<file path="src/hdl/board_ctrl_pkg.sv">
package board_ctrl_pkg;

  // single-beat request from the EPB bridge
  typedef struct packed {
    logic       stb;
    logic       we;
    logic [4:0] adr;
    logic [7:0] dat;
  } wb_req_t;

  // response from one slot
  typedef struct packed {
    logic [7:0] dat;
    logic       ack;
  } wb_rsp_t;

  // address bits 4:3 select the slot
  typedef enum logic [1:0] {
    SLOT_MISC = 2'd0,
    SLOT_SMAP = 2'd1,
    SLOT_RSVD = 2'd2,
    SLOT_REV  = 2'd3
  } slot_e;

  // misc register block, slot 0
  localparam logic [2:0] MISC_CTRL    = 3'd0; // bit0 por_force, bit1 geth_reset
  localparam logic [2:0] MISC_LED     = 3'd1; // user leds, active high here
  localparam logic [2:0] MISC_SYSCFG  = 3'd2; // read only
  localparam logic [2:0] MISC_DIP     = 3'd3; // read only, {user_dip, config_dip}
  localparam logic [2:0] MISC_STATUS  = 3'd4; // read only, bit0 flash_busy_n
  localparam logic [2:0] MISC_SCRATCH = 3'd5;

  // selectmap port, slot 1
  localparam logic [2:0] SMAP_CTRL   = 3'd0; // prog_n, cs_n, rdwr_n, mode, init_hold
  localparam logic [2:0] SMAP_DATA   = 3'd1; // write only
  localparam logic [2:0] SMAP_STATUS = 3'd2;

  // where the boot straps come from
  typedef enum logic [1:0] {
    BOOT_DIP    = 2'd0,
    BOOT_EEPROM = 2'd1,
    BOOT_FAST   = 2'd2
  } boot_mode_e;

endpackage
</file>
<file path="src/hdl/board_ctrl_top.sv">
`timescale 1ns/1ns

module board_ctrl_top #(
  parameter logic [15:0]               DESIGN_ID = 16'h0001,
  parameter logic [7:0]                REV_MAJOR = 8'd1,
  parameter logic [7:0]                REV_MINOR = 8'd0,
  parameter logic [15:0]               REV_RCS   = 16'h0000,
  parameter board_ctrl_pkg::boot_mode_e BOOT_MODE = board_ctrl_pkg::BOOT_DIP
) (
  input  logic       clk_master,
  input  logic       sys_reset,
  input  logic       epb_reset_n_i,
  input  logic       epb_cs_n_i,
  input  logic       epb_oe_n_i,
  input  logic       epb_we_n_i,
  input  logic [4:0] epb_addr_i,
  input  logic [7:0] epb_data_i,
  output logic [7:0] epb_data_o,
  output logic       epb_data_oe_o,
  output logic       epb_rdy_o,
  input  logic       reset_debug_n_i,
  output logic       ppc_reset_n_o,
  output logic       ddr2_reset_n_o,
  output logic       geth_reset_n_o,
  output logic       por_force_drive_o,
  input  logic [7:0] sys_config_i,
  input  logic [3:0] user_dip_i,
  input  logic [3:0] config_dip_i,
  input  logic       flash_busy_n_i,
  input  logic       ppc_syserr_i,
  output logic [1:0] user_led_n_o,
  output logic [1:0] sys_led_n_o,
  output logic [2:0] boot_conf_o,
  output logic       eeprom_wp_o,
  input  logic       sm_cs_n_i,
  output logic       smap_prog_n_o,
  output logic       smap_cs_n_o,
  output logic       smap_rdwr_n_o,
  output logic [2:0] smap_mode_o,
  output logic       smap_din_o,
  output logic       smap_cclk_o,
  input  logic       smap_done_i,
  input  logic       smap_busy_i,
  input  logic       smap_init_n_i,
  output logic       smap_init_oe_o
);
  import board_ctrl_pkg::*;

  wb_req_t bus_req, misc_req, smap_req, rev_req;
  wb_rsp_t bus_rsp, misc_rsp, smap_rsp, rev_rsp;
  logic    bus_reset;
  logic    por_force;
  logic    geth_reset;

  epb_wb_bridge epb_wb_bridge_inst (
    .clk_master, .bus_reset_i (bus_reset),
    .epb_cs_n_i, .epb_oe_n_i, .epb_we_n_i, .epb_addr_i, .epb_data_i,
    .epb_data_o, .epb_data_oe_o, .epb_rdy_o,
    .req_o (bus_req), .rsp_i (bus_rsp)
  );

  wb_slot_decode wb_slot_decode_inst (
    .clk_master, .bus_reset_i (bus_reset), .req_i (bus_req),
    .misc_req_o (misc_req), .smap_req_o (smap_req), .rev_req_o (rev_req),
    .misc_rsp_i (misc_rsp), .smap_rsp_i (smap_rsp), .rev_rsp_i (rev_rsp),
    .rsp_o (bus_rsp)
  );

  misc_regs #(.BOOT_MODE (BOOT_MODE)) misc_regs_inst (
    .clk_master, .bus_reset_i (bus_reset), .req_i (misc_req), .rsp_o (misc_rsp),
    .sys_config_i, .user_dip_i, .config_dip_i, .flash_busy_n_i, .ppc_syserr_i,
    .smap_done_i, .por_force_o (por_force), .geth_reset_o (geth_reset),
    .user_led_n_o, .sys_led_n_o, .boot_conf_o, .eeprom_wp_o
  );

  reset_ctrl reset_ctrl_inst (
    .clk_master, .sys_reset, .epb_reset_n_i, .reset_debug_n_i,
    .por_force_i (por_force), .geth_reset_i (geth_reset), .bus_reset_o (bus_reset),
    .ppc_reset_n_o, .ddr2_reset_n_o, .geth_reset_n_o, .por_force_drive_o
  );

  selectmap_port selectmap_port_inst (
    .clk_master, .bus_reset_i (bus_reset), .req_i (smap_req), .rsp_o (smap_rsp),
    .sm_cs_n_i, .smap_done_i, .smap_busy_i, .smap_init_n_i,
    .smap_prog_n_o, .smap_cs_n_o, .smap_rdwr_n_o, .smap_mode_o, .smap_init_oe_o,
    .smap_din_o, .smap_cclk_o
  );

  rev_info #(
    .DESIGN_ID (DESIGN_ID), .REV_MAJOR (REV_MAJOR),
    .REV_MINOR (REV_MINOR), .REV_RCS (REV_RCS)
  ) rev_info_inst (
    .clk_master, .bus_reset_i (bus_reset), .req_i (rev_req), .rsp_o (rev_rsp)
  );

endmodule

</file>
<file path="src/hdl/rev_info.sv">
`timescale 1ns/1ns

module rev_info #(
  parameter logic [15:0] DESIGN_ID = 16'h0000,
  parameter logic [7:0]  REV_MAJOR = 8'h00,
  parameter logic [7:0]  REV_MINOR = 8'h00,
  parameter logic [15:0] REV_RCS   = 16'h0000
) (
  input  logic                    clk_master,
  input  logic                    bus_reset_i,
  input  board_ctrl_pkg::wb_req_t req_i,
  output board_ctrl_pkg::wb_rsp_t rsp_o
);

  logic ack_q;

  always_ff @(posedge clk_master) begin
    if (bus_reset_i) ack_q <= 1'b0;
    else             ack_q <= req_i.stb && !ack_q; // writes just complete
  end

  always_comb begin
    case (req_i.adr[2:0])
      3'd0:    rsp_o.dat = DESIGN_ID[15:8];
      3'd1:    rsp_o.dat = DESIGN_ID[7:0];
      3'd2:    rsp_o.dat = REV_MAJOR;
      3'd3:    rsp_o.dat = REV_MINOR;
      3'd4:    rsp_o.dat = REV_RCS[15:8];
      3'd5:    rsp_o.dat = REV_RCS[7:0];
      default: rsp_o.dat = 8'h00;
    endcase
    rsp_o.ack = ack_q;
  end

endmodule

</file>
<file path="src/hdl/selectmap_port.sv">
`timescale 1ns/1ns

module selectmap_port (
  input  logic                    clk_master,
  input  logic                    bus_reset_i,
  input  board_ctrl_pkg::wb_req_t req_i,
  output board_ctrl_pkg::wb_rsp_t rsp_o,
  input  logic                    sm_cs_n_i,
  input  logic                    smap_done_i,
  input  logic                    smap_busy_i,
  input  logic                    smap_init_n_i,
  output logic                    smap_prog_n_o,
  output logic                    smap_cs_n_o,
  output logic                    smap_rdwr_n_o,
  output logic [2:0]              smap_mode_o,
  output logic                    smap_init_oe_o,
  output logic                    smap_din_o,
  output logic                    smap_cclk_o
);
  import board_ctrl_pkg::*;

  logic [6:0] ctrl_q;     // {init_hold, mode, rdwr_n, cs_n, prog_n}
  logic [7:0] shift_q;
  logic [3:0] bit_cnt_q;  // bits already sent
  logic       phase_q;    // 0 low half of cclk, 1 high half
  logic       shifting_q;
  logic       ack_q;
  logic       wr_en;
  logic [7:0] rd_data;

  assign wr_en = req_i.stb && req_i.we && !ack_q;

  always_ff @(posedge clk_master) begin
    if (bus_reset_i) begin
      ctrl_q     <= 7'b000_0111; // prog_n, cs_n, rdwr_n idle high
      ack_q      <= 1'b0;
      shifting_q <= 1'b0;
      phase_q    <= 1'b0;
      bit_cnt_q  <= 4'd0;
    end else begin
      ack_q <= req_i.stb && !ack_q;
      if (wr_en && req_i.adr[2:0] == SMAP_CTRL) ctrl_q <= req_i.dat[6:0];
      if (shifting_q) begin
        phase_q <= !phase_q;
        if (phase_q) begin
          bit_cnt_q <= bit_cnt_q + 4'd1;
          if (bit_cnt_q == 4'd7) shifting_q <= 1'b0; // eighth bit done
        end
      end else if (wr_en && req_i.adr[2:0] == SMAP_DATA) begin
        shifting_q <= 1'b1; // writes while busy are dropped
        phase_q    <= 1'b0;
        bit_cnt_q  <= 4'd0;
      end
    end
  end

  always_ff @(posedge clk_master) begin
    if (!shifting_q && wr_en && req_i.adr[2:0] == SMAP_DATA) begin
      shift_q <= req_i.dat;
    end else if (shifting_q && phase_q) begin
      shift_q <= {shift_q[6:0], 1'b0}; // msb first
    end
  end

  always_comb begin
    rd_data = 8'h00;
    case (req_i.adr[2:0])
      SMAP_CTRL:   rd_data = {1'b0, ctrl_q};
      SMAP_STATUS: rd_data = {3'b0, sm_cs_n_i, shifting_q, smap_init_n_i, smap_done_i,
                              smap_busy_i};
      default:     rd_data = 8'h00;
    endcase
  end

  assign rsp_o.dat = rd_data;
  assign rsp_o.ack = ack_q;

  assign smap_prog_n_o  = ctrl_q[0];
  assign smap_cs_n_o    = ctrl_q[1];
  assign smap_rdwr_n_o  = ctrl_q[2];
  assign smap_mode_o    = ctrl_q[5:3];
  assign smap_init_oe_o = ctrl_q[6]; // hold init_n low on the target
  assign smap_din_o     = shift_q[7];
  assign smap_cclk_o    = shifting_q && phase_q;

  a_bit_cnt_range : assert property (
    @(posedge clk_master) disable iff (bus_reset_i) shifting_q |-> bit_cnt_q <= 4'd7
  );

endmodule

</file>
<file path="src/hdl/reset_ctrl.sv">
`timescale 1ns/1ns

module reset_ctrl (
  input  logic clk_master,
  input  logic sys_reset,
  input  logic epb_reset_n_i,
  input  logic reset_debug_n_i,
  input  logic por_force_i,
  input  logic geth_reset_i,
  output logic bus_reset_o,
  output logic ppc_reset_n_o,
  output logic ddr2_reset_n_o,
  output logic geth_reset_n_o,
  output logic por_force_drive_o
);

  logic bus_reset_q;
  logic ppc_reset_n_q;
  logic ddr2_reset_n_q;
  logic geth_reset_n_q;
  logic por_prev_q;
  logic por_drive_q;

  // board resets, one edge behind their inputs
  always_ff @(posedge clk_master) begin
    bus_reset_q    <= sys_reset || !epb_reset_n_i;
    ppc_reset_n_q  <= reset_debug_n_i && !sys_reset; // debugger can hold the ppc
    ddr2_reset_n_q <= !sys_reset;
    geth_reset_n_q <= !sys_reset && !geth_reset_i;
    por_prev_q     <= por_force_i;
  end

  // por force latches on a rising request and only sys_reset clears it
  always_ff @(posedge clk_master) begin
    if (sys_reset) begin
      por_drive_q <= 1'b0;
    end else if (por_force_i && !por_prev_q) begin
      por_drive_q <= 1'b1;
    end
  end

  assign bus_reset_o       = bus_reset_q;
  assign ppc_reset_n_o     = ppc_reset_n_q;
  assign ddr2_reset_n_o    = ddr2_reset_n_q;
  assign geth_reset_n_o    = geth_reset_n_q;
  assign por_force_drive_o = por_drive_q; // enables the open drain pull-down

endmodule

</file>
<file path="src/hdl/misc_regs.sv">
`timescale 1ns/1ns

module misc_regs #(
  parameter board_ctrl_pkg::boot_mode_e BOOT_MODE = board_ctrl_pkg::BOOT_DIP
) (
  input  logic                    clk_master,
  input  logic                    bus_reset_i,
  input  board_ctrl_pkg::wb_req_t req_i,
  output board_ctrl_pkg::wb_rsp_t rsp_o,
  input  logic [7:0]              sys_config_i,
  input  logic [3:0]              user_dip_i,
  input  logic [3:0]              config_dip_i,
  input  logic                    flash_busy_n_i,
  input  logic                    ppc_syserr_i,
  input  logic                    smap_done_i,
  output logic                    por_force_o,
  output logic                    geth_reset_o,
  output logic [1:0]              user_led_n_o,
  output logic [1:0]              sys_led_n_o,
  output logic [2:0]              boot_conf_o,
  output logic                    eeprom_wp_o
);
  import board_ctrl_pkg::*;

  logic [1:0] ctrl_q;
  logic [1:0] led_q;
  logic [7:0] scratch_q;
  logic [1:0] sys_led_n_q;
  logic       ack_q;
  logic       wr_en;
  logic [7:0] rd_data;

  assign wr_en = req_i.stb && req_i.we && !ack_q; // first cycle of a write only

  always_ff @(posedge clk_master) begin
    if (bus_reset_i) begin
      ctrl_q <= 2'b00;
      led_q  <= 2'b00;
      ack_q  <= 1'b0;
    end else begin
      ack_q <= req_i.stb && !ack_q;
      if (wr_en && req_i.adr[2:0] == MISC_CTRL) ctrl_q <= req_i.dat[1:0];
      if (wr_en && req_i.adr[2:0] == MISC_LED)  led_q  <= req_i.dat[1:0];
    end
  end

  always_ff @(posedge clk_master) begin
    if (wr_en && req_i.adr[2:0] == MISC_SCRATCH) scratch_q <= req_i.dat;
    sys_led_n_q <= ~{smap_done_i, ppc_syserr_i};
  end

  always_comb begin
    rd_data = 8'h00; // unused addresses
    case (req_i.adr[2:0])
      MISC_CTRL:    rd_data = {6'b0, ctrl_q};
      MISC_LED:     rd_data = {6'b0, led_q};
      MISC_SYSCFG:  rd_data = sys_config_i;
      MISC_DIP:     rd_data = {user_dip_i, config_dip_i};
      MISC_STATUS:  rd_data = {7'b0, flash_busy_n_i};
      MISC_SCRATCH: rd_data = scratch_q;
      default:      rd_data = 8'h00;
    endcase
  end

  assign rsp_o.dat = rd_data;
  assign rsp_o.ack = ack_q;

  // boot straps for the processor
  always_comb begin
    case (BOOT_MODE)
      BOOT_EEPROM: boot_conf_o = 3'b111; // i2c eeprom boot
      BOOT_FAST:   boot_conf_o = 3'b010;
      default: begin
        if (!config_dip_i[1])     boot_conf_o = 3'b001;
        else if (!config_dip_i[0]) boot_conf_o = 3'b010;
        else if (sys_config_i[1])  boot_conf_o = 3'b111;
        else                       boot_conf_o = 3'b010;
      end
    endcase
  end

  assign por_force_o  = ctrl_q[0];
  assign geth_reset_o = ctrl_q[1];
  assign user_led_n_o = ~led_q;
  assign sys_led_n_o  = sys_led_n_q;
  assign eeprom_wp_o  = !user_dip_i[3]; // dip 3 up unprotects eeproms

endmodule

</file>
<file path="src/hdl/wb_slot_decode.sv">
`timescale 1ns/1ns

module wb_slot_decode (
  input  logic                    clk_master,
  input  logic                    bus_reset_i,
  input  board_ctrl_pkg::wb_req_t req_i,
  output board_ctrl_pkg::wb_req_t misc_req_o,
  output board_ctrl_pkg::wb_req_t smap_req_o,
  output board_ctrl_pkg::wb_req_t rev_req_o,
  input  board_ctrl_pkg::wb_rsp_t misc_rsp_i,
  input  board_ctrl_pkg::wb_rsp_t smap_rsp_i,
  input  board_ctrl_pkg::wb_rsp_t rev_rsp_i,
  output board_ctrl_pkg::wb_rsp_t rsp_o
);
  import board_ctrl_pkg::*;

  slot_e slot;
  logic  rsvd_stb;
  logic  rsvd_ack_q;

  assign slot     = slot_e'(req_i.adr[4:3]);
  assign rsvd_stb = req_i.stb && (slot == SLOT_RSVD);

  always_comb begin
    misc_req_o     = req_i;
    smap_req_o     = req_i;
    rev_req_o      = req_i;
    misc_req_o.stb = req_i.stb && (slot == SLOT_MISC);
    smap_req_o.stb = req_i.stb && (slot == SLOT_SMAP);
    rev_req_o.stb  = req_i.stb && (slot == SLOT_REV);
  end

  // empty slot still has to complete the cycle
  always_ff @(posedge clk_master) begin
    if (bus_reset_i) begin
      rsvd_ack_q <= 1'b0;
    end else begin
      rsvd_ack_q <= rsvd_stb && !rsvd_ack_q;
    end
  end

  always_comb begin
    case (slot)
      SLOT_MISC: rsp_o.dat = misc_rsp_i.dat;
      SLOT_SMAP: rsp_o.dat = smap_rsp_i.dat;
      SLOT_REV:  rsp_o.dat = rev_rsp_i.dat;
      default:   rsp_o.dat = 8'h00; // reserved reads zero
    endcase
    rsp_o.ack = misc_rsp_i.ack | smap_rsp_i.ack | rsvd_ack_q | rev_rsp_i.ack;
  end

  a_one_ack : assert property (
    @(posedge clk_master) disable iff (bus_reset_i)
      $onehot0({misc_rsp_i.ack, smap_rsp_i.ack, rsvd_ack_q, rev_rsp_i.ack})
  );

endmodule

</file>
<file path="src/hdl/epb_wb_bridge.sv">
`timescale 1ns/1ns

module epb_wb_bridge (
  input  logic                   clk_master,
  input  logic                   bus_reset_i,
  input  logic                   epb_cs_n_i,
  input  logic                   epb_oe_n_i,
  input  logic                   epb_we_n_i,
  input  logic [4:0]             epb_addr_i,
  input  logic [7:0]             epb_data_i,
  output logic [7:0]             epb_data_o,
  output logic                   epb_data_oe_o,
  output logic                   epb_rdy_o,
  output board_ctrl_pkg::wb_req_t req_o,
  input  board_ctrl_pkg::wb_rsp_t rsp_i
);
  import board_ctrl_pkg::*;

  typedef enum logic [1:0] {
    ST_IDLE,
    ST_WAIT_ACK,
    ST_WAIT_REL
  } state_e;

  state_e     state_q;
  logic       stb_q;
  logic       we_q;
  logic [4:0] adr_q;
  logic [7:0] wdat_q;
  logic [7:0] rdat_q;
  logic       rdy_q;
  logic       data_oe_q;
  logic       start;

  // host asks for a cycle: chip select plus a read or write strobe
  assign start = !epb_cs_n_i && (!epb_oe_n_i || !epb_we_n_i);

  always_ff @(posedge clk_master) begin
    if (bus_reset_i) begin
      state_q   <= ST_IDLE;
      stb_q     <= 1'b0;
      rdy_q     <= 1'b0;
      data_oe_q <= 1'b0;
    end else begin
      rdy_q <= 1'b0; // one cycle pulse only
      case (state_q)
        ST_IDLE: begin
          if (start) begin
            stb_q   <= 1'b1;
            state_q <= ST_WAIT_ACK;
          end
        end
        ST_WAIT_ACK: begin
          if (rsp_i.ack) begin
            stb_q     <= 1'b0;
            rdy_q     <= 1'b1;
            data_oe_q <= !we_q; // only drive the bus on reads
            state_q   <= ST_WAIT_REL;
          end
        end
        default: begin
          // no new cycle until the host lets go of chip select
          if (epb_cs_n_i) begin
            data_oe_q <= 1'b0;
            state_q   <= ST_IDLE;
          end
        end
      endcase
    end
  end

  // address, direction and write data, captured at the start
  always_ff @(posedge clk_master) begin
    if (state_q == ST_IDLE && start) begin
      we_q   <= !epb_we_n_i;
      adr_q  <= epb_addr_i;
      wdat_q <= epb_data_i;
    end
    if (state_q == ST_WAIT_ACK && rsp_i.ack) begin
      rdat_q <= rsp_i.dat; // held until cs_n rises
    end
  end

  assign req_o.stb = stb_q;
  assign req_o.we  = we_q;
  assign req_o.adr = adr_q;
  assign req_o.dat = wdat_q;

  assign epb_data_o    = rdat_q;
  assign epb_data_oe_o = data_oe_q;
  assign epb_rdy_o     = rdy_q;

  // slaves may only answer a cycle that is still open
  a_ack_needs_stb : assert property (
    @(posedge clk_master) disable iff (bus_reset_i) rsp_i.ack |-> stb_q
  );

endmodule

</file>
<file path="config.mk">
export PLATFORM = sky130hd
export DESIGN_NAME = board_ctrl_top
export DESIGN_NICKNAME = d
export VERILOG_FILES = /design/src/hdl/board_ctrl_pkg.sv /design/src/hdl/board_ctrl_top.sv /design/src/hdl/rev_info.sv /design/src/hdl/selectmap_port.sv /design/src/hdl/reset_ctrl.sv /design/src/hdl/misc_regs.sv /design/src/hdl/wb_slot_decode.sv /design/src/hdl/epb_wb_bridge.sv
export SDC_FILE = /design/constraint.sdc
export NUM_CORES = 1
export LEC_CHECK = 0
export ABC_AREA = 0
export BUFFER_PORTS_ARGS = -buffer_cell sky130_fd_sc_hd__buf_4
export CAP_MARGIN = 25
export CORE_UTILIZATION = 52
export CTS_CLUSTER_SIZE = 14
export DETAILED_ROUTE_END_ITERATION = 7
export PLACE_DENSITY = 0.78
export SYNTH_ARGS = -nofsm -noshare
export SYNTH_HDL_FRONTEND = slang
export SYNTH_SLANG_ARGS = --single-unit
</file>
<file path="constraint.sdc">
create_clock -name clk_master -period 4.55 [get_ports clk_master]
set_input_delay 0.455 -clock clk_master [delete_from_list [all_inputs] [get_ports clk_master]]
set_output_delay 0.455 -clock clk_master [all_outputs]
set_load 0.02 [all_outputs]
</file>
==> results of run 1 <==
## routing by layer
metal / global-route usage, % / wire, um / vias up
met5: 0 / 0 / -
met2: 35.13 / 3041 / 85
met3: 5.294 / 350 / 9
met4: 9.245 / 83 / 0
met1: 29.43 / 2834 / 1035
li1: - / - / 1072
## worst reg2reg max path, delay by kind of cell (launching register included)
| family | cells | cell delay [ns] |
|---|---|---|
| and+or+nand+nor | 2 | 1.06 |
| DFF | 1 | 0.82 |
| muxes | 1 | 0.42 |
## metrics by stage
stage          power, mW  cells  instance area, sq um  worst slack, ns  hold WS, ns
6_report           1.247    406                  3764            2.016       0.2585
5_1_grt            1.293    406                  3764            1.942       0.2466
2_1_floorplan     0.7655    253                  2955            1.024       0.3593
3_3_place_gp      0.8107    388                  3557            2.054       0.4072
4_1_cts            1.250    404                  3731            1.918       0.2442
3_5_place_dp      0.8124    388                  3557            1.881       0.4086
## cell families after synthesis
logic type               Yosys count  share of synthesized area [%]
flip-flops                        72                          61.64
multiplexers                      30                          10.54
buffers and inverters             26                          3.726
AO/OA/AOI/OAI                     36                          7.833
adder cells (fa/ha/maj)            1                         0.4233
AND/OR/NAND/NOR                   88                          15.83
## flip-flops by register name, summed over array words and instances, names as in the netlist, 2 cells and up
signal,count
epb_wb_bridge_inst.adr_q,5
selectmap_port_inst.ctrl_q,7
epb_wb_bridge_inst.epb_data_o,8
misc_regs_inst.sys_led_n_o,2
epb_wb_bridge_inst.state_q,2
epb_wb_bridge_inst.wdat_q,8
misc_regs_inst.led_q,2
selectmap_port_inst.bit_cnt_q,4
misc_regs_inst.scratch_q,8
selectmap_port_inst.shift_q,8
misc_regs_inst.ctrl_q,2
## power by group through the flow
stage	Clock [mW]	Sequential [mW]	Combinational [mW]
final	0.446	0.712	0.0895
after global routing	0.482	0.714	0.0970
after CTS	0.452	0.715	0.0832
after detailed placement	0	0.730	0.0825
after global placement	0	0.730	0.0811
after floorplan	0	0.719	0.0467
## layout by cell type, fill, tap and decap left out, types with 2 or more instances in the layout
cell type | synthesis | layout
buf_4 | 1 | 75
a2111oi_0 | 3 | 2
o21ai_0 | 6 | 6
mux2_2 | 9 | 9
nand2b_1 | 3 | 3
nand3_1 | 4 | 4
nor3_1 | 10 | 10
edfxtp_1 | 38 | 38
inv_1 | 14 | 14
and3_1 | 2 | 2
nor4_1 | 4 | 4
nand2_1 | 10 | 10
mux2i_1 | 21 | 21
o2bb2ai_1 | 2 | 2
dfxtp_1 | 34 | 34
o22ai_1 | 3 | 3
a21oi_1 | 14 | 14
nor3b_1 | 6 | 6
clkbuf_8 | 0 | 9
nor2b_1 | 5 | 5
clkinvlp_4 | 0 | 2
nor2_1 | 33 | 33
clkinv_4 | 0 | 2
## worst max path at each step
stage | slack (ns) | cells past startpoint | endpoint | from
after floorplan | 1.02 | 1 | epb_wb_bridge_inst.adr_q[0]$_DFFE_PP_ | epb_oe_n_i
after global placement | 2.05 | 3 | selectmap_port_inst.shift_q[7]$_DFFE_PP_ | epb_wb_bridge_inst.adr_q[0]$_DFFE_PP_
after detailed placement | 1.88 | 3 | selectmap_port_inst.shift_q[4]$_DFFE_PP_ | epb_wb_bridge_inst.adr_q[0]$_DFFE_PP_
after CTS | 1.92 | 3 | selectmap_port_inst.shift_q[0]$_SDFFCE_PN0P_ | epb_wb_bridge_inst.adr_q[0]$_DFFE_PP_
after global routing | 1.94 | 3 | selectmap_port_inst.shift_q[7]$_DFFE_PP_ | epb_wb_bridge_inst.adr_q[0]$_DFFE_PP_
final | 2.02 | 3 | selectmap_port_inst.shift_q[2]$_DFFE_PP_ | epb_wb_bridge_inst.adr_q[0]$_DFFE_PP_
## final cells by class
class                      count  area share, %
timing repair buffer          77          15.82
clock buffer                  10          3.391
clock inverter                 6          1.230
sequential                    72          48.40
tap                           72          2.394
inverter                      14          1.396
multi-input combinational    155          27.36
==> out/qor.csv, run 1 <==
stage,metric,value,unit
power,p_int,0.9439,mW
synthesis,syn-instance-count,253,
clock_tree,cts_buffer_depth,2,
setup_path,r2r_slack,2.02,ns
min_path,min_from,ppc_syserr_i,
setup_path,crit_path_end_kind,register,
timing,setup_violations,0,
setup_path,arrival,2.63,ns
power,cellLeakagePower,1.478,nW
floorplan,core,5507,sq um
grt,grt_usage,22.26,%
flow_run,drv_cap,0,
synthesis,syn_nets,296,
setup_path,crit_required,4.65,ns
timing,rsz0062_at_grt,no,
synthesis,synthArstFlopShare,0,%
timing,fin_setup_tns,0,ns
synthesis,yosysMostFrequentCell,edfxtp_1,
timing,skew,0.007798,ns
cells_and_area,final_util,68.35,%
power,vdd_drop_max,0.0002051,V
setup_path,path_max_fanout,19,
power,powerDensity,331.4,nW/um^2
clock_tree,clkTransAtPathRegs,0.08,ns
clock_tree,numCtsBuffers,9,
power,p_clk_share,35.7,%
setup_path,path_cells,or3b_4 -> nor4_4 -> mux2_2,
setup_path,path_delay_family,simple AND/OR/NAND/NOR gates,
timing,tightest_slew,0.7286,ns
cells_and_area,drive_gt1_share,31.44,%
grt,grt_pass1_vias,2119,
synthesis,yosys.area.top_type_share,38.61,%
timing,maxSlewViolCount,0,
synthesis,synth_top_area_cell,edfxtp_1,
clock_tree,clk_latency,0.34,ns
setup_path,crit-reg2reg-launch,epb_wb_bridge_inst.adr_q[0]$_DFFE_PP_,
timing,finalHoldViolCount,0,
power,p_sw_share,24.33,%
cells_and_area,seq_area,1822,sq um
power,pwr-share-comb,7.2,%
setup_path,path_class,reg -> reg,
clock_tree,clock_sinks,72,
drt,ant_nets,0,
grt,grt_pass1_wl,10080,um
synthesis,synth-main-ff-cell,edfxtp_1,
timing,finalCritPeriodShare,55.70,%
synthesis,synth_seq_cells,72,
power,sequentialPowerShare,57.1,%
clock_tree,root_buffer,clkbuf_8,
clock_tree,cts_hold_buf,0,
floorplan,rows,27,
setup_path,max_stage_delay,0.82,ns
synthesis,synth_edf_count,38,
floorplan,die-area,5988,sq um
synthesis,synth.avg_cell_area,11.68,sq um
placement,dp_hpwl,4501,um
placement,gp_congestion,0.8116,
drt,vias,2201,
placement,port_buffers,72,
floorplan,fp.dieW,77.39,um
floorplan,ios,73,
synthesis,synth.distinct_cells,44,
clock_tree,cts_resized,0,
floorplan,fp.dieH,77.39,um
setup_path,cp_slowest_cell,edfxtp_1,
clock_tree,cts_tree,built,
cells_and_area,n_antenna_cell,0,
drt,wl,6309,um
min_path,whs_endpoint,misc_regs_inst.sys_led_n_o[0]$_DFF_P_,
grt,grt_max_degree,29,
setup_path,worstPathBufferInverterCount,0,
drt,wl_per_cell,15.54,um
floorplan,initial_core_util,53.67,%
status,status,finished clean,
setup_path,worst-r2r-cell-count,3,
cells_and_area,nNetsFinal,372,
synthesis,synth_common_cells,"38 x edfxtp_1, 34 x dfxtp_1, 33 x nor2_1",
setup_path,cp-start-kind,register,
cells_and_area,fillers,417,
synthesis,synthTopCellsByArea,"edfxtp_1 39%, dfxtp_1 23%, mux2i_1 7.1%",
min_path,min_path_cells,2,
drt,drc,0,
grt,antenna_found_initial,0,
clock_tree,post_cts_buffers,0,
cells_and_area,multiInputGateArea,1030,sq um
setup_path,worstReg2RegEnd,selectmap_port_inst.shift_q[2]$_DFFE_PP_,
synthesis,ys_warn_count,0,
power,power.switching,0.3034,mW
timing,max_freq,394.6,MHz
synthesis,ys_seq_area_share,61.64,%
cells_and_area,syn2layout_area_growth,27.35,%
clock_tree,ctsHtreeMaxLevel,3,
grt,grt.overflow.total,0,
drt,drtPass1Iterations,4,
min_path,hp-class,in -> reg,
timing,period_needed,2.534,ns
timing,relSlewSlack,51.42,%
drt,first_iter_violations,174,
drt,via_per_inst,5.421,
synthesis,syn_area,2955,sq um
Power figures use the tool's default switching activity.
==> run 2: changes to the inputs <==
--- a/config.mk
+++ b/config.mk
@@ -5,7 +5,7 @@
 export SDC_FILE = /design/constraint.sdc
 export NUM_CORES = 1
 export LEC_CHECK = 0
-export ABC_AREA = 0
+export ABC_AREA = 1
 export BUFFER_PORTS_ARGS = -buffer_cell sky130_fd_sc_hd__buf_4
 export CAP_MARGIN = 25
 export CORE_UTILIZATION = 52
==> constraint.sdc (replaced) <==
create_clock -name clk_master -period 2.7 [get_ports clk_master]
set_input_delay 0.27 -clock clk_master [delete_from_list [all_inputs] [get_ports clk_master]]
set_output_delay 0.27 -clock clk_master [all_outputs]
set_load 0.02 [all_outputs]
==> run 2 against run 1 <==
  * Clock-buffer cell count decreased by 1
  * Sequential share of layout area down 0.16 points
  * Setup slack worse by 1.2 ns
  * Final area up 0.33%
  * Maximum frequency grew 35%
  * Flip-flop and latch count unchanged
  * Via count increased by 5.9%
  * Clock power is 110% higher
  * Area after synthesis shrank 0.55%
  * Sequential power is 67% higher
  * Largest power group unchanged
  * Highest routed layer unchanged
==> out/qor.csv, run 2 <==
stage,metric,value,unit
cells_and_area,drive_gt1_share,27.50,%
clock_tree,post_cts_buffers,0,
synthesis,ys_warn_count,0,
clock_tree,root_buffer,clkbuf_8,
cells_and_area,n_antenna_cell,0,
grt,grt_pass1_vias,2143,
drt,wl_per_cell,12.78,um
placement,port_buffers,72,
grt,grt_pass1_wl,9929,um
grt,grt.overflow.total,0,
setup_path,arrival,1.87,ns
min_path,hp-class,in -> reg,
timing,max_freq,532.4,MHz
placement,gp_congestion,0.9544,
clock_tree,cts_tree,built,
timing,period_needed,1.878,ns
timing,rsz0062_at_grt,no,
floorplan,initial_core_util,53.70,%
clock_tree,cts_resized,0,
cells_and_area,syn2layout_area_growth,28.48,%
timing,skew,0.008286,ns
floorplan,fp.dieW,77.18,um
cells_and_area,nNetsFinal,438,
power,cellLeakagePower,1.685,nW
setup_path,path_class,reg -> reg,
synthesis,synth_common_cells,"96 x nand2_1, 38 x edfxtp_1, 34 x dfxtp_1",
floorplan,ios,73,
cells_and_area,final_cell_mix,"96 x nand2_1, 75 x buf_4, 38 x edfxtp_1, 34 x dfxtp_1, 31 x nor2_1",
floorplan,die-area,5957,sq um
clock_tree,cts_buffer_depth,2,
timing,fin_setup_tns,0,ns
timing,finalCritPeriodShare,69.56,%
synthesis,synth_seq_cells,72,
grt,antenna_found_initial,0,
synthesis,synthTopCellsByArea,"edfxtp_1 39%, dfxtp_1 23%, nand2_1 12%",
clock_tree,clkTransAtPathRegs,0.08,ns
clock_tree,ctsHtreeMaxLevel,3,
synthesis,synthArstFlopShare,0,%
timing,maxSlewViolCount,0,
synthesis,synth_edf_count,38,
drt,vias,2331,
clock_tree,clk_latency,0.34,ns
placement,dp_hpwl,4545,um
drt,first_iter_violations,146,
synthesis,yosys.area.top_type_share,38.83,%
grt,grt_max_degree,17,
synthesis,syn_area,2939,sq um
synthesis,yosysMostFrequentCell,nand2_1,
status,status,finished clean,
placement,dp_cells,456,
drt,drtPass1Iterations,4,
power,powerDensity,598.1,nW/um^2
clock_tree,numCtsBuffers,9,
setup_path,crit_required,2.69,ns
grt,grt_usage,21.90,%
cells_and_area,final_common_cell,nand2_1,
clock_tree,cts_hold_buf,0,
timing,setup_violations,0,
drt,via_per_inst,4.939,
drt,wl,6033,um
floorplan,fp.dieH,77.18,um
power,vdd_drop_max,0.0003959,V
synthesis,synth.avg_cell_area,9.360,sq um
setup_path,path_max_fanout,14,
synthesis,synth.distinct_cells,28,
timing,tightest_slew,0.4771,ns
floorplan,core,5473,sq um
synthesis,ys_seq_area_share,61.98,%
synthesis,syn_nets,357,
cells_and_area,instances_no_fill,472,
flow_run,drv_cap,0,
synthesis,syn-instance-count,314,
synthesis,synth-main-ff-cell,edfxtp_1,
synthesis,synth_top_area_cell,edfxtp_1,
drt,ant_nets,0,
floorplan,rows,27,
setup_path,crit_path_end_kind,register,
clock_tree,clock_sinks,72,
timing,relSlewSlack,68.16,%
drt,drc,0,
setup_path,cp-start-kind,register,
timing,finalHoldViolCount,0,
## run 2: through the flow
stage / power [mW] / cell area [sq um] / setup WS (ns) / util, % / hold WS, ns
floorplan: 1.281 / 2939 / 0.6572 / - / 0.3265
global placement: 1.358 / 3558 / 0.9217 / 65.02 / 0.3981
detailed placement: 1.362 / 3558 / 0.8195 / 65.02 / 0.4015
CTS: 2.272 / 3776 / 0.7990 / 69.00 / 0.05684
global route: 2.335 / 3776 / 0.6753 / 69.00 / 0.05857
finish: 2.259 / 3776 / 0.8219 / 69.00 / 0.06501
## run 2: final cells by class
cell class	instances	area, sq um
multi-input combinational	205	963.4
timing repair buffer	75	563.0
inverter	32	120.1
clock inverter	7	93.84
clock buffer	9	123.9
sequential	72	1822
tap	72	90.09
fill	441	1697
## run 2: metal layers
layer	global-route usage (%)	wire (um)	up-vias
met1	28.20	2589	1050
met3	5.476	471	11
met2	34.51	2874	83
met5	0	0	-
met4	10.38	97	0
li1	-	-	1187
## run 2: worst max-delay path, stage by stage, from the launching register on
cell      delay (ns)
edfxtp_1        0.49
inv_2           0.15
nand3_1         0.15
nor2_1          0.21
nand2_4         0.16
nand2_1         0.37
## run 2: power breakdown
group | internal, mW | total (mW) | leakage, nW | switching, mW
Combinational | 0.0685 | 0.150 | 0.959 | 0.0814
Clock | 0.521 | 0.921 | 0.108 | 0.400
Sequential | 1.17 | 1.19 | 0.618 | 0.0161
Total | 1.76 | 2.26 | 1.68 | 0.497
## run 2: final timing paths
check	start	endpoint	slack [ns]	depth (start not counted)
setup / recovery	epb_wb_bridge_inst.adr_q[2]$_DFFE_PP_	selectmap_port_inst.shift_q[0]$_SDFFCE_PN0P_	0.82	5
hold / removal	ppc_syserr_i	misc_regs_inst.sys_led_n_o[0]$_DFF_P_	0.07	2
setup reg to reg	epb_wb_bridge_inst.adr_q[2]$_DFFE_PP_	selectmap_port_inst.shift_q[0]$_SDFFCE_PN0P_	0.82	5
hold reg to reg	misc_regs_inst.ctrl_q[0]$_SDFFE_PP0P_	reset_ctrl_inst.por_prev_q$_DFF_P_	0.40	0
## run 2: logic make-up after synthesis
group	Yosys count	share of synthesized area (%)
flip-flops	72	61.98
XOR/XNOR	1	0.2981
AND/OR/NAND/NOR	165	24.82
buffers and inverters	37	5.236
AO/OA/AOI/OAI	38	7.237
adder cells (fa/ha/maj)	1	0.4256
